`config.mk`:
```
export PLATFORM = sky130hd
export DESIGN_NAME = cpu_top
export DESIGN_NICKNAME = d
export VERILOG_FILES = /design/src/logic/isa_pkg.sv /design/src/logic/pipe_pkg.sv /design/src/logic/inst_fetch.sv /design/src/logic/inst_decode.sv /design/src/logic/operand_fetch.sv /design/src/logic/execution.sv /design/src/logic/memory_access.sv /design/src/logic/write_back_pc_generate.sv /design/src/logic/cpu_top.sv
export VERILOG_INCLUDE_DIRS = /design/src /design/src/logic
export SDC_FILE = /design/constraint.sdc
export NUM_CORES = 2
export LEC_CHECK = 0
export BUFFER_PORTS_ARGS = -buffer_cell sky130_fd_sc_hd__buf_4
export CELL_PAD_IN_SITES_DETAIL_PLACEMENT = 1
export CELL_PAD_IN_SITES_GLOBAL_PLACEMENT = 2
export CORE_UTILIZATION = 44
export DETAILED_ROUTE_END_ITERATION = 10
export HOLD_SLACK_MARGIN = 0.02
export PLACE_DENSITY_LB_ADDON = 0.2
export SETUP_SLACK_MARGIN = 0.3
export SLEW_MARGIN = 30
export SYNTH_ARGS = -nofsm -noshare
export SYNTH_HDL_FRONTEND = slang
export SYNTH_SLANG_ARGS = --single-unit
```
`constraint.sdc`:
```
create_clock -name CLK -period 4.17 [get_ports CLK]
set_input_delay 0.2085 -clock CLK [delete_from_list [all_inputs] [get_ports CLK]]
set_output_delay 0.2085 -clock CLK [all_outputs]
set_load 0.02 [all_outputs]
```
`src/logic/cpu_defines.svh`:
```
`ifndef CPU_DEFINES_SVH
`define CPU_DEFINES_SVH

// data path width
`define XLEN 32

// 16 instruction words and the PC width
`define IMEM_AW 4

// 8 data words
`define DMEM_AW 3

`endif

```
`src/logic/isa_pkg.sv`:
```
`default_nettype none

package isa_pkg;

	typedef enum logic [5:0] {
		OP_RTYPE = 6'h00,
		OP_J     = 6'h02,
		OP_BEQ   = 6'h04,
		OP_BNE   = 6'h05,
		OP_ADDIU = 6'h09,
		OP_LW    = 6'h23,
		OP_SW    = 6'h2b,
		OP_HALT  = 6'h3e,
		OP_OUT   = 6'h3f
	} opcode_e;

	typedef enum logic [5:0] {
		F_SLL  = 6'h00,
		F_ADDU = 6'h21,
		F_SUBU = 6'h23,
		F_AND  = 6'h24,
		F_OR   = 6'h25,
		F_SLT  = 6'h2a
	} funct_e;

	typedef enum logic [2:0] {
		ALU_ADD,
		ALU_SUB,
		ALU_AND,
		ALU_OR,
		ALU_SLT,
		ALU_SLL
	} alu_op_e;

	typedef struct packed {
		logic reg_write;
		logic mem_read;
		logic mem_write;
		alu_op_e alu_op;
		// second operand source
		logic use_imm;
		logic use_sa;
		logic branch_eq;
		logic branch_ne;
		logic jump;
		logic out_en;
		logic halt;
	} ctrl_t;

endpackage

`default_nettype wire

```
`src/logic/pipe_pkg.sv`:
```
`default_nettype none

`include "cpu_defines.svh"

package pipe_pkg;

	typedef struct packed {
		logic [`IMEM_AW-1:0] pc;
		logic [31:0] inst;
	} fetch_t;

	typedef struct packed {
		isa_pkg::ctrl_t ctrl;
		logic [`XLEN-1:0] op1;
		logic [`XLEN-1:0] op2;
		logic [4:0] dest;
		logic [4:0] sa;
		// sign extended
		logic [`XLEN-1:0] imm;
		logic [`IMEM_AW-1:0] jump_target;
		logic [`IMEM_AW-1:0] pc;
	} operand_t;

	typedef struct packed {
		isa_pkg::ctrl_t ctrl;
		logic [`XLEN-1:0] alu_result;
		logic [`XLEN-1:0] store_data;
		logic [4:0] dest;
		// already resolved for branches and jumps
		logic [`IMEM_AW-1:0] next_pc;
	} exec_t;

	typedef struct packed {
		isa_pkg::ctrl_t ctrl;
		logic [`XLEN-1:0] alu_result;
		logic [`XLEN-1:0] load_data;
		logic [4:0] dest;
		logic [`IMEM_AW-1:0] next_pc;
		logic [7:0] out_byte;
	} mem_t;

	typedef struct packed {
		logic en;
		logic [4:0] addr;
		logic [`XLEN-1:0] data;
	} reg_write_t;

endpackage

`default_nettype wire

```
`src/logic/inst_fetch.sv`:
```
`timescale 1ns/1ns
`default_nettype none

`include "cpu_defines.svh"

module inst_fetch (
	input logic CLK,
	input logic reset,
	input logic load_start,
	input logic load_valid,
	input logic [7:0] load_data,
	input logic load_end,
	input logic fetch_start,
	input logic [`IMEM_AW-1:0] next_pc,
	output logic fetch_valid,
	output pipe_pkg::fetch_t fetch
);

	logic [31:0] imem [0:(1<<`IMEM_AW)-1];
	logic [`IMEM_AW-1:0] load_ptr;
	logic [1:0] byte_cnt;
	// first three bytes of the word being loaded
	logic [23:0] word_buf;

	// loader position
	always_ff @(posedge CLK) begin
		if (reset || load_start) begin
			load_ptr <= '0;
			byte_cnt <= '0;
		end else if (load_valid) begin
			byte_cnt <= byte_cnt + 2'd1;
			if (byte_cnt == 2'd3) begin
				load_ptr <= load_ptr + 1'b1;
			end
		end
	end

	// little endian order with the newest byte entering at the top
	always_ff @(posedge CLK) begin
		if (load_valid && !load_start) begin
			word_buf <= {load_data, word_buf[23:8]};
			if (byte_cnt == 2'd3) begin
				imem[load_ptr] <= {load_data, word_buf};
			end
		end
	end

	always_ff @(posedge CLK) begin
		if (reset) begin
			fetch_valid <= 1'b0;
		end else begin
			fetch_valid <= load_end || fetch_start;
		end
	end

	// load_end always starts the program at word 0
	always_ff @(posedge CLK) begin
		if (load_end) begin
			fetch.pc <= '0;
			fetch.inst <= imem[0];
		end else if (fetch_start) begin
			fetch.pc <= next_pc;
			fetch.inst <= imem[next_pc];
		end
	end

endmodule

`default_nettype wire

```
`src/logic/inst_decode.sv`:
```
`timescale 1ns/1ns
`default_nettype none

`include "cpu_defines.svh"

module inst_decode (
	input logic decode_valid,
	input pipe_pkg::fetch_t decode_data,
	output logic [4:0] rs,
	output logic [4:0] rt,
	output isa_pkg::ctrl_t ctrl,
	output pipe_pkg::operand_t fields,
	output logic operand_start
);
	import isa_pkg::*;

	opcode_e opcode;
	funct_e funct;
	logic [4:0] rd;
	logic [15:0] imm16;

	assign opcode = opcode_e'(decode_data.inst[31:26]);
	assign funct = funct_e'(decode_data.inst[5:0]);
	assign rd = decode_data.inst[15:11];
	assign imm16 = decode_data.inst[15:0];
	assign rs = decode_data.inst[25:21];
	// OUT reads r0 as op2 so the ALU passes rs through
	assign rt = (opcode == OP_OUT) ? 5'd0 : decode_data.inst[20:16];
	assign operand_start = decode_valid;

	// unknown opcode or funct leaves everything off
	always_comb begin
		ctrl = '0;
		case (opcode)
			OP_RTYPE: begin
				ctrl.reg_write = 1'b1;
				case (funct)
					F_ADDU: ctrl.alu_op = ALU_ADD;
					F_SUBU: ctrl.alu_op = ALU_SUB;
					F_AND: ctrl.alu_op = ALU_AND;
					F_OR: ctrl.alu_op = ALU_OR;
					F_SLT: ctrl.alu_op = ALU_SLT;
					F_SLL: begin
						ctrl.alu_op = ALU_SLL;
						ctrl.use_sa = 1'b1;
					end
					default: ctrl.reg_write = 1'b0;
				endcase
			end
			OP_ADDIU: begin
				ctrl.reg_write = 1'b1;
				ctrl.use_imm = 1'b1;
			end
			OP_LW: begin
				ctrl.reg_write = 1'b1;
				ctrl.mem_read = 1'b1;
				ctrl.use_imm = 1'b1;
			end
			OP_SW: begin
				ctrl.mem_write = 1'b1;
				ctrl.use_imm = 1'b1;
			end
			OP_BEQ: ctrl.branch_eq = 1'b1;
			OP_BNE: ctrl.branch_ne = 1'b1;
			OP_J: ctrl.jump = 1'b1;
			OP_OUT: ctrl.out_en = 1'b1;
			OP_HALT: ctrl.halt = 1'b1;
			default: ;
		endcase
	end

	always_comb begin
		fields = '0;
		fields.ctrl = ctrl;
		fields.dest = (opcode == OP_RTYPE) ? rd : decode_data.inst[20:16];
		fields.sa = decode_data.inst[10:6];
		fields.imm = {{(`XLEN-16){imm16[15]}}, imm16};
		fields.jump_target = decode_data.inst[`IMEM_AW-1:0];
		fields.pc = decode_data.pc;
	end

endmodule

`default_nettype wire

```
`src/logic/operand_fetch.sv`:
```
`timescale 1ns/1ns
`default_nettype none

`include "cpu_defines.svh"

module operand_fetch (
	input logic CLK,
	input logic operand_start,
	input logic [4:0] rs,
	input logic [4:0] rt,
	input pipe_pkg::operand_t fields,
	input pipe_pkg::reg_write_t wr,
	output logic operand_valid,
	output pipe_pkg::operand_t operand
);

	logic [`XLEN-1:0] regs [0:31];
	logic [`XLEN-1:0] rs_value;
	logic [`XLEN-1:0] rt_value;

	// r0 is never stored
	always_ff @(posedge CLK) begin
		if (wr.en && wr.addr != 5'd0) begin
			regs[wr.addr] <= wr.data;
		end
	end

	// register 0 reads as zero
	assign rs_value = (rs == 5'd0) ? '0 : regs[rs];
	assign rt_value = (rt == 5'd0) ? '0 : regs[rt];

	// one cycle behind operand_start
	always_ff @(posedge CLK) begin
		operand_valid <= operand_start;
	end

	always_ff @(posedge CLK) begin
		if (operand_start) begin
			operand <= fields;
			operand.op1 <= rs_value;
			operand.op2 <= rt_value;
		end
	end

endmodule

`default_nettype wire

```
`src/logic/execution.sv`:
```
`timescale 1ns/1ns
`default_nettype none

`include "cpu_defines.svh"

module execution (
	input logic CLK,
	input logic reset,
	input logic operand_valid,
	input pipe_pkg::operand_t operand,
	output logic exec_valid,
	output pipe_pkg::exec_t exec
);
	import isa_pkg::*;

	logic [`XLEN-1:0] a;
	logic [`XLEN-1:0] b;
	logic [`XLEN-1:0] alu_result;
	logic taken;
	logic [`IMEM_AW-1:0] pc_inc;
	logic [`IMEM_AW-1:0] next_pc;

	// SLL shifts rt while everything else starts from rs
	assign a = operand.ctrl.use_sa ? operand.op2 : operand.op1;
	assign b = operand.ctrl.use_imm ? operand.imm :
		operand.ctrl.use_sa ? {{(`XLEN-5){1'b0}}, operand.sa} : operand.op2;

	always_comb begin
		case (operand.ctrl.alu_op)
			ALU_ADD: alu_result = a + b;
			ALU_SUB: alu_result = a - b;
			ALU_AND: alu_result = a & b;
			ALU_OR: alu_result = a | b;
			ALU_SLT: alu_result = {{(`XLEN-1){1'b0}}, $signed(a) < $signed(b)};
			ALU_SLL: alu_result = a << b[4:0];
			default: alu_result = '0;
		endcase
	end

	assign taken = (operand.ctrl.branch_eq && operand.op1 == operand.op2) ||
		(operand.ctrl.branch_ne && operand.op1 != operand.op2);

	// target wraps around the instruction memory
	assign pc_inc = operand.pc + 1'b1;
	assign next_pc = operand.ctrl.jump ? operand.jump_target :
		taken ? pc_inc + operand.imm[`IMEM_AW-1:0] : pc_inc;

	always_ff @(posedge CLK) begin
		if (reset) begin
			exec_valid <= 1'b0;
		end else begin
			exec_valid <= operand_valid;
		end
	end

	always_ff @(posedge CLK) begin
		if (operand_valid) begin
			exec.ctrl <= operand.ctrl;
			exec.alu_result <= alu_result;
			exec.store_data <= operand.op2;
			exec.dest <= operand.dest;
			exec.next_pc <= next_pc;
		end
	end

endmodule

`default_nettype wire

```
`src/logic/memory_access.sv`:
```
`timescale 1ns/1ns
`default_nettype none

`include "cpu_defines.svh"

module memory_access (
	input logic CLK,
	input logic reset,
	input logic exec_valid,
	input pipe_pkg::exec_t exec,
	output logic mem_valid,
	output pipe_pkg::mem_t mem
);

	logic [`XLEN-1:0] dmem [0:(1<<`DMEM_AW)-1];
	logic [`DMEM_AW-1:0] addr;

	// word address wraps to the data memory size
	assign addr = exec.alu_result[`DMEM_AW+1:2];

	always_ff @(posedge CLK) begin
		if (reset) begin
			mem_valid <= 1'b0;
		end else begin
			mem_valid <= exec_valid;
		end
	end

	always_ff @(posedge CLK) begin
		if (exec_valid) begin
			if (exec.ctrl.mem_write) begin
				dmem[addr] <= exec.store_data;
			end
			mem.ctrl <= exec.ctrl;
			mem.alu_result <= exec.alu_result;
			mem.load_data <= dmem[addr];
			mem.dest <= exec.dest;
			mem.next_pc <= exec.next_pc;
			// for OUT the ALU result is rs
			mem.out_byte <= exec.alu_result[7:0];
		end
	end

endmodule

`default_nettype wire

```
`src/logic/write_back_pc_generate.sv`:
```
`timescale 1ns/1ns
`default_nettype none

`include "cpu_defines.svh"

module write_back_pc_generate (
	input logic CLK,
	input logic reset,
	input logic mem_valid,
	input pipe_pkg::mem_t mem,
	output pipe_pkg::reg_write_t wr,
	output logic fetch_start,
	output logic [`IMEM_AW-1:0] next_pc,
	output logic out_valid,
	output logic [7:0] out_data,
	output logic halted
);

	// register file writes at the end of the mem_valid cycle
	assign wr.en = mem_valid && mem.ctrl.reg_write;
	assign wr.addr = mem.dest;
	assign wr.data = mem.ctrl.mem_read ? mem.load_data : mem.alu_result;

	// HALT stops issuing
	assign fetch_start = mem_valid && !mem.ctrl.halt;
	assign next_pc = mem.next_pc;

	always_ff @(posedge CLK) begin
		if (reset) begin
			out_valid <= 1'b0;
			halted <= 1'b0;
		end else begin
			out_valid <= mem_valid && mem.ctrl.out_en;
			if (mem_valid && mem.ctrl.halt) begin
				halted <= 1'b1;
			end
		end
	end

	always_ff @(posedge CLK) begin
		if (mem_valid && mem.ctrl.out_en) begin
			out_data <= mem.out_byte;
		end
	end

endmodule

`default_nettype wire

```
`src/logic/cpu_top.sv`:
```
`timescale 1ns/1ns
`default_nettype none

`include "cpu_defines.svh"

module cpu_top (
	input logic CLK,
	input logic reset,
	input logic load_start,
	input logic load_valid,
	input logic [7:0] load_data,
	input logic load_end,
	output logic out_valid,
	output logic [7:0] out_data,
	output logic halted
);
	import pipe_pkg::*;

	logic fetch_valid;
	fetch_t fetch;
	logic decode_valid;
	fetch_t decode_data;
	logic [4:0] rs;
	logic [4:0] rt;
	operand_t fields;
	logic operand_start;
	logic operand_valid;
	operand_t operand;
	logic exec_valid;
	exec_t exec;
	logic mem_valid;
	mem_t mem;
	reg_write_t wr;
	logic fetch_start;
	logic [`IMEM_AW-1:0] next_pc;

	inst_fetch inst_fetch_instance (
		.CLK(CLK),
		.reset(reset),
		.load_start(load_start),
		.load_valid(load_valid),
		.load_data(load_data),
		.load_end(load_end),
		.fetch_start(fetch_start),
		.next_pc(next_pc),
		.fetch_valid(fetch_valid),
		.fetch(fetch)
	);

	// decode token
	always_ff @(posedge CLK) begin
		if (reset) begin
			decode_valid <= 1'b0;
		end else begin
			decode_valid <= fetch_valid;
		end
	end

	always_ff @(posedge CLK) begin
		if (fetch_valid) begin
			decode_data <= fetch;
		end
	end

	// control also travels inside fields
	inst_decode inst_decode_instance (
		.decode_valid(decode_valid),
		.decode_data(decode_data),
		.rs(rs),
		.rt(rt),
		.ctrl(),
		.fields(fields),
		.operand_start(operand_start)
	);

	operand_fetch operand_fetch_instance (
		.CLK(CLK),
		.operand_start(operand_start),
		.rs(rs),
		.rt(rt),
		.fields(fields),
		.wr(wr),
		.operand_valid(operand_valid),
		.operand(operand)
	);

	execution execution_instance (
		.CLK(CLK),
		.reset(reset),
		.operand_valid(operand_valid),
		.operand(operand),
		.exec_valid(exec_valid),
		.exec(exec)
	);

	memory_access memory_access_instance (
		.CLK(CLK),
		.reset(reset),
		.exec_valid(exec_valid),
		.exec(exec),
		.mem_valid(mem_valid),
		.mem(mem)
	);

	write_back_pc_generate write_back_pc_generate_instance (
		.CLK(CLK),
		.reset(reset),
		.mem_valid(mem_valid),
		.mem(mem),
		.wr(wr),
		.fetch_start(fetch_start),
		.next_pc(next_pc),
		.out_valid(out_valid),
		.out_data(out_data),
		.halted(halted)
	);

endmodule

`default_nettype wire

```
==> flow_summary.yaml <==
timing:
  rsz0062_at_grt: "yes"
  tightestPinTransition_ps: 1229
  finalSetupTns_ps: 0
  maxClockFrequency_ghz: 0.2529
  final_max_slew_viol_count: 0
  final_number_of_hold_violating_endpoints: 0
  fin_worst_skew_ps: 77.71
  max-slew-margin-rel_pct: 18.08
  period_needed_ps: 3954
  period_share_pct: 94.81
  timing.final.setup_violations: 0
logic_synthesis:
  synth_enable_flop_cells: 2149
  synth.ff_latch_count: 2170
  post-synth-top-area-fraction_pct: 66.35
  synth.top_cells.by_area: "edfxtp_1, mux4_2, mux2_2"
  synth.cells.most_frequent: "edfxtp_1, mux4_2, mux2i_1"
  yosysSeqAreaShare_pct: 66.79
  proportion_of_synthesized_flip_flops_having_asynchronous_set_or_reset_pct: 0
  synth.lib_cells_used.distinct: 85
  synth_most_common_cell: "edfxtp_1"
  synth_top_flop_cell: "edfxtp_1"
  post_synthesis_cell_type_with_the_largest_combined_area: "edfxtp_1"
  synth.yosys.warnings: 0
  mappedNetlistArea_um2: 97250
  syn_inst: 5796
  synth.avg_cell_area_um2: 16.78
floorplan:
  starting_density_pct: 44.26
  die_y_um: 472.1
  floorplan.die_area_um2: 222900
  core_um2: 219700
  placement_rows: 172
  fp.dieW_um: 472.1
  i_o_pin_count: 23
worst_setup_path:
  critical_path.n_buffers_inverters: 4
  cp_cell_sequence: "buf_12 > buf_12 > mux2i_2 > o21ai_2 > ha_4 > nor2_2 > o41ai_4 > o211ai_1 > buf_4 > a2111o_1 > a2111oi_4 > buf_4 > o21ai_2 > mux2i_1 > or3_1"
  critical_path.max_fanout: 8
  critPathCaptureType: "register"
  max_stage_delay_ps: 540
  crit_path_start_kind: "register"
  arrival_time_at_the_worst_endpoint_ps: 4620
  crit_required_ps: 4840
  cp_slowest_cell: "a2111o_1"
  critical_path.top_delay_family: "compound AO/OA/AOI/OAI gates"
  critPathKind: "reg -> reg"
drt:
  dr_vias: 57730
  drt-initial-drc-count: 6092
  drcViolationCount: 0
  routed_via_density: 6.230
  post_drt_wl_per_cell_um: 34.92
  finalWirelength_um: 323600
  first_pass_detailed_route_iteration_total: 5
  antenna_left: 0
grt:
  grt_pass1_vias: 60210
  globalRouteTotalUtil_pct: 28.88
  wire_length_of_the_first_global_routing_pass_um: 455400
  antenna_found_initial: 23
  residual_overflow_from_global_routing: 0
  grt_start_max_net_pins: 105
layout:
  post-route-util_pct: 51.04
  area.growth.synth_to_final_pct: 15.31
  post_route_cells_drive_above_1_share_pct: 28.06
  fin_nets: 6235
  fill_cells: 20240
  design_area_um2: 112100
job:
  max_cap_viols: 0
place:
  placed_area_um2: 103600
  dp.final_hpwl_um: 199200
  buffer_ports.inserted: 22
  gp_congestion: 0.9101
clocking:
  clockRootBuffer: "clkbuf_16"
  cts.reportedPaths.clkPinSlew_ps: 70
  cts_tree: "yes"
  buffer_depth_of_the_longest_clock_path: 3
  numClockSinks: 2170
  clk_latency_ps: 920
  htree_levels: 4
  tritoncts.num_buffers: 228
power:
  share_of_total_power_in_the_clock_network_pct: 42.3
  sw_frac_of_total_pct: 23.27
  leakagePower_nw: 37.00
  net_switching_power_mw: 11.04
  power_density_nw_per_um2: 423.1
  sequentialPowerShare_pct: 51.1
  cellInternalPower_mw: 36.41
  irDropWorstVdd_uv: 432.7
  combinationalPowerShare_pct: 6.6
hold_path:
  tightest_hold_check_type: "in -> reg"
outcome:
  outcome: "completed"
## metrics by stage
step                power [mW]  worst slack (ps)  hold WS, ps  instances
finish                   47.45             216.5        129.9       9267
global route             48.62             103.2        118.7       9264
CTS                      47.68             275.4        53.75       9251
detailed placement       27.69            -179.6        406.1       8793
global placement         27.67            -148.3        400.6       8793
floorplan                26.32             197.6        280.1       5827
## registers in the layout, indices dropped and copies added (netlist names), named ones only
name / count
write_back_pc_generate_instance.out_data: 8
execution_instance.exec: 78
inst_fetch_instance.load_ptr: 4
inst_fetch_instance.word_buf: 24
execution_instance.exec_valid: 1
decode_valid: 1
memory_access_instance.mem_valid: 1
decode_data: 36
inst_fetch_instance.imem: 512
inst_fetch_instance.fetch: 36
operand_fetch_instance.operand_valid: 1
inst_fetch_instance.byte_cnt: 2
memory_access_instance.mem: 77
operand_fetch_instance.regs: 1024
operand_fetch_instance.operand: 102
inst_fetch_instance.fetch_valid: 1
write_back_pc_generate_instance.out_valid: 1
memory_access_instance.dmem: 256
write_back_pc_generate_instance.halted: 1
## area by class of cell
type                            instances  area [µm²]  area share (%)
Sequential cell                      2170       64980           57.94
Multi-Input combinational cell       3167       31560           28.15
Clock buffer                          304        6051           5.396
Timing Repair Buffer                  436        4120           3.674
Tap cell                             2958        3701           3.300
Clock inverter                        123        1324           1.180
Inverter                              105       396.6          0.3537
Antenna cell                            4       10.01        0.008926
## placed cells by master (no fill, tap or decap), types with 26 or more instances in the layout
cell type and n:
mux4_2 488, buf_12 59, a31oi_1 79, a21oi_1 337
nor2_1 281, o21ai_0 187, nand2_1 112, ha_1 97
clkinv_1 47, mux2i_1 386, conb_1 32, nor3_1 26
clkbuf_1 70, nand4_1 47, buf_4 349, a22oi_1 130
clkinv_2 28, inv_1 98, o22ai_1 116, edfxtp_1 2149
mux2_2 348, nor2_4 40, clkbuf_16 228, nand3_1 27
xnor2_1 54
## power by group through the flow
stage / Sequential, mW / Combinational (mW) / Clock (mW)
floorplan: 24.6 / 1.75 / 0
global placement: 24.7 / 2.97 / 0
detailed placement: 24.7 / 2.99 / 0
CTS: 24.2 / 3.08 / 20.4
global route: 24.3 / 3.30 / 21.1
finish: 24.2 / 3.14 / 20.1
## what timing repair did
action / CTS / global route
gates resized for setup: 89 / 63
cloned: 1 / 0
pin swaps: 35 / 29
setup endpoints to repair: 17 / 17
endpoints found under the hold margin: 193 / 0
hold buffers: 13 / 0
setup buffers: 17 / 12
## final timing paths
kind	from	to	slack, ps	cells after the start
worst max-delay path	operand_fetch_instance.operand[119]	execution_instance.exec[71]	220	15
worst max register to register	operand_fetch_instance.operand[119]	execution_instance.exec[71]	220	15
worst min-delay path	load_data[2]	inst_fetch_instance.imem[15][26]	130	2
worst min register to register	operand_fetch_instance.operand[115]	execution_instance.exec[74]	410	0
## logic make-up (layout without fill, tap and decap cells)
kind of cell             Yosys count  after routing  share of synthesized area (%)
flip-flops                      2170           2170                          66.79
multiplexers                    1227           1227                          19.35
AO/OA/AOI/OAI                   1057           1057                          6.663
AND/OR/NAND/NOR                  677            677                          3.189
buffers and inverters            490            968                          1.974
adder cells (fa/ha/maj)          114            114                          1.490
XOR/XNOR                          60             60                         0.5403
other                              1             36                       0.003856
## routing by layer
| metal | GRT usage, % | vias up | wire, µm |
|---|---|---|---|
| li1 | - | 24090 | - |
| met4 | 10.40 | 14 | 11980 |
| met2 | 47.35 | 2069 | 156700 |
| met5 | 0 | - | 88 |
| met3 | 4.320 | 510 | 19260 |
| met1 | 39.16 | 31050 | 135600 |
No activity file was read; power rests on OpenSTA's default activity.
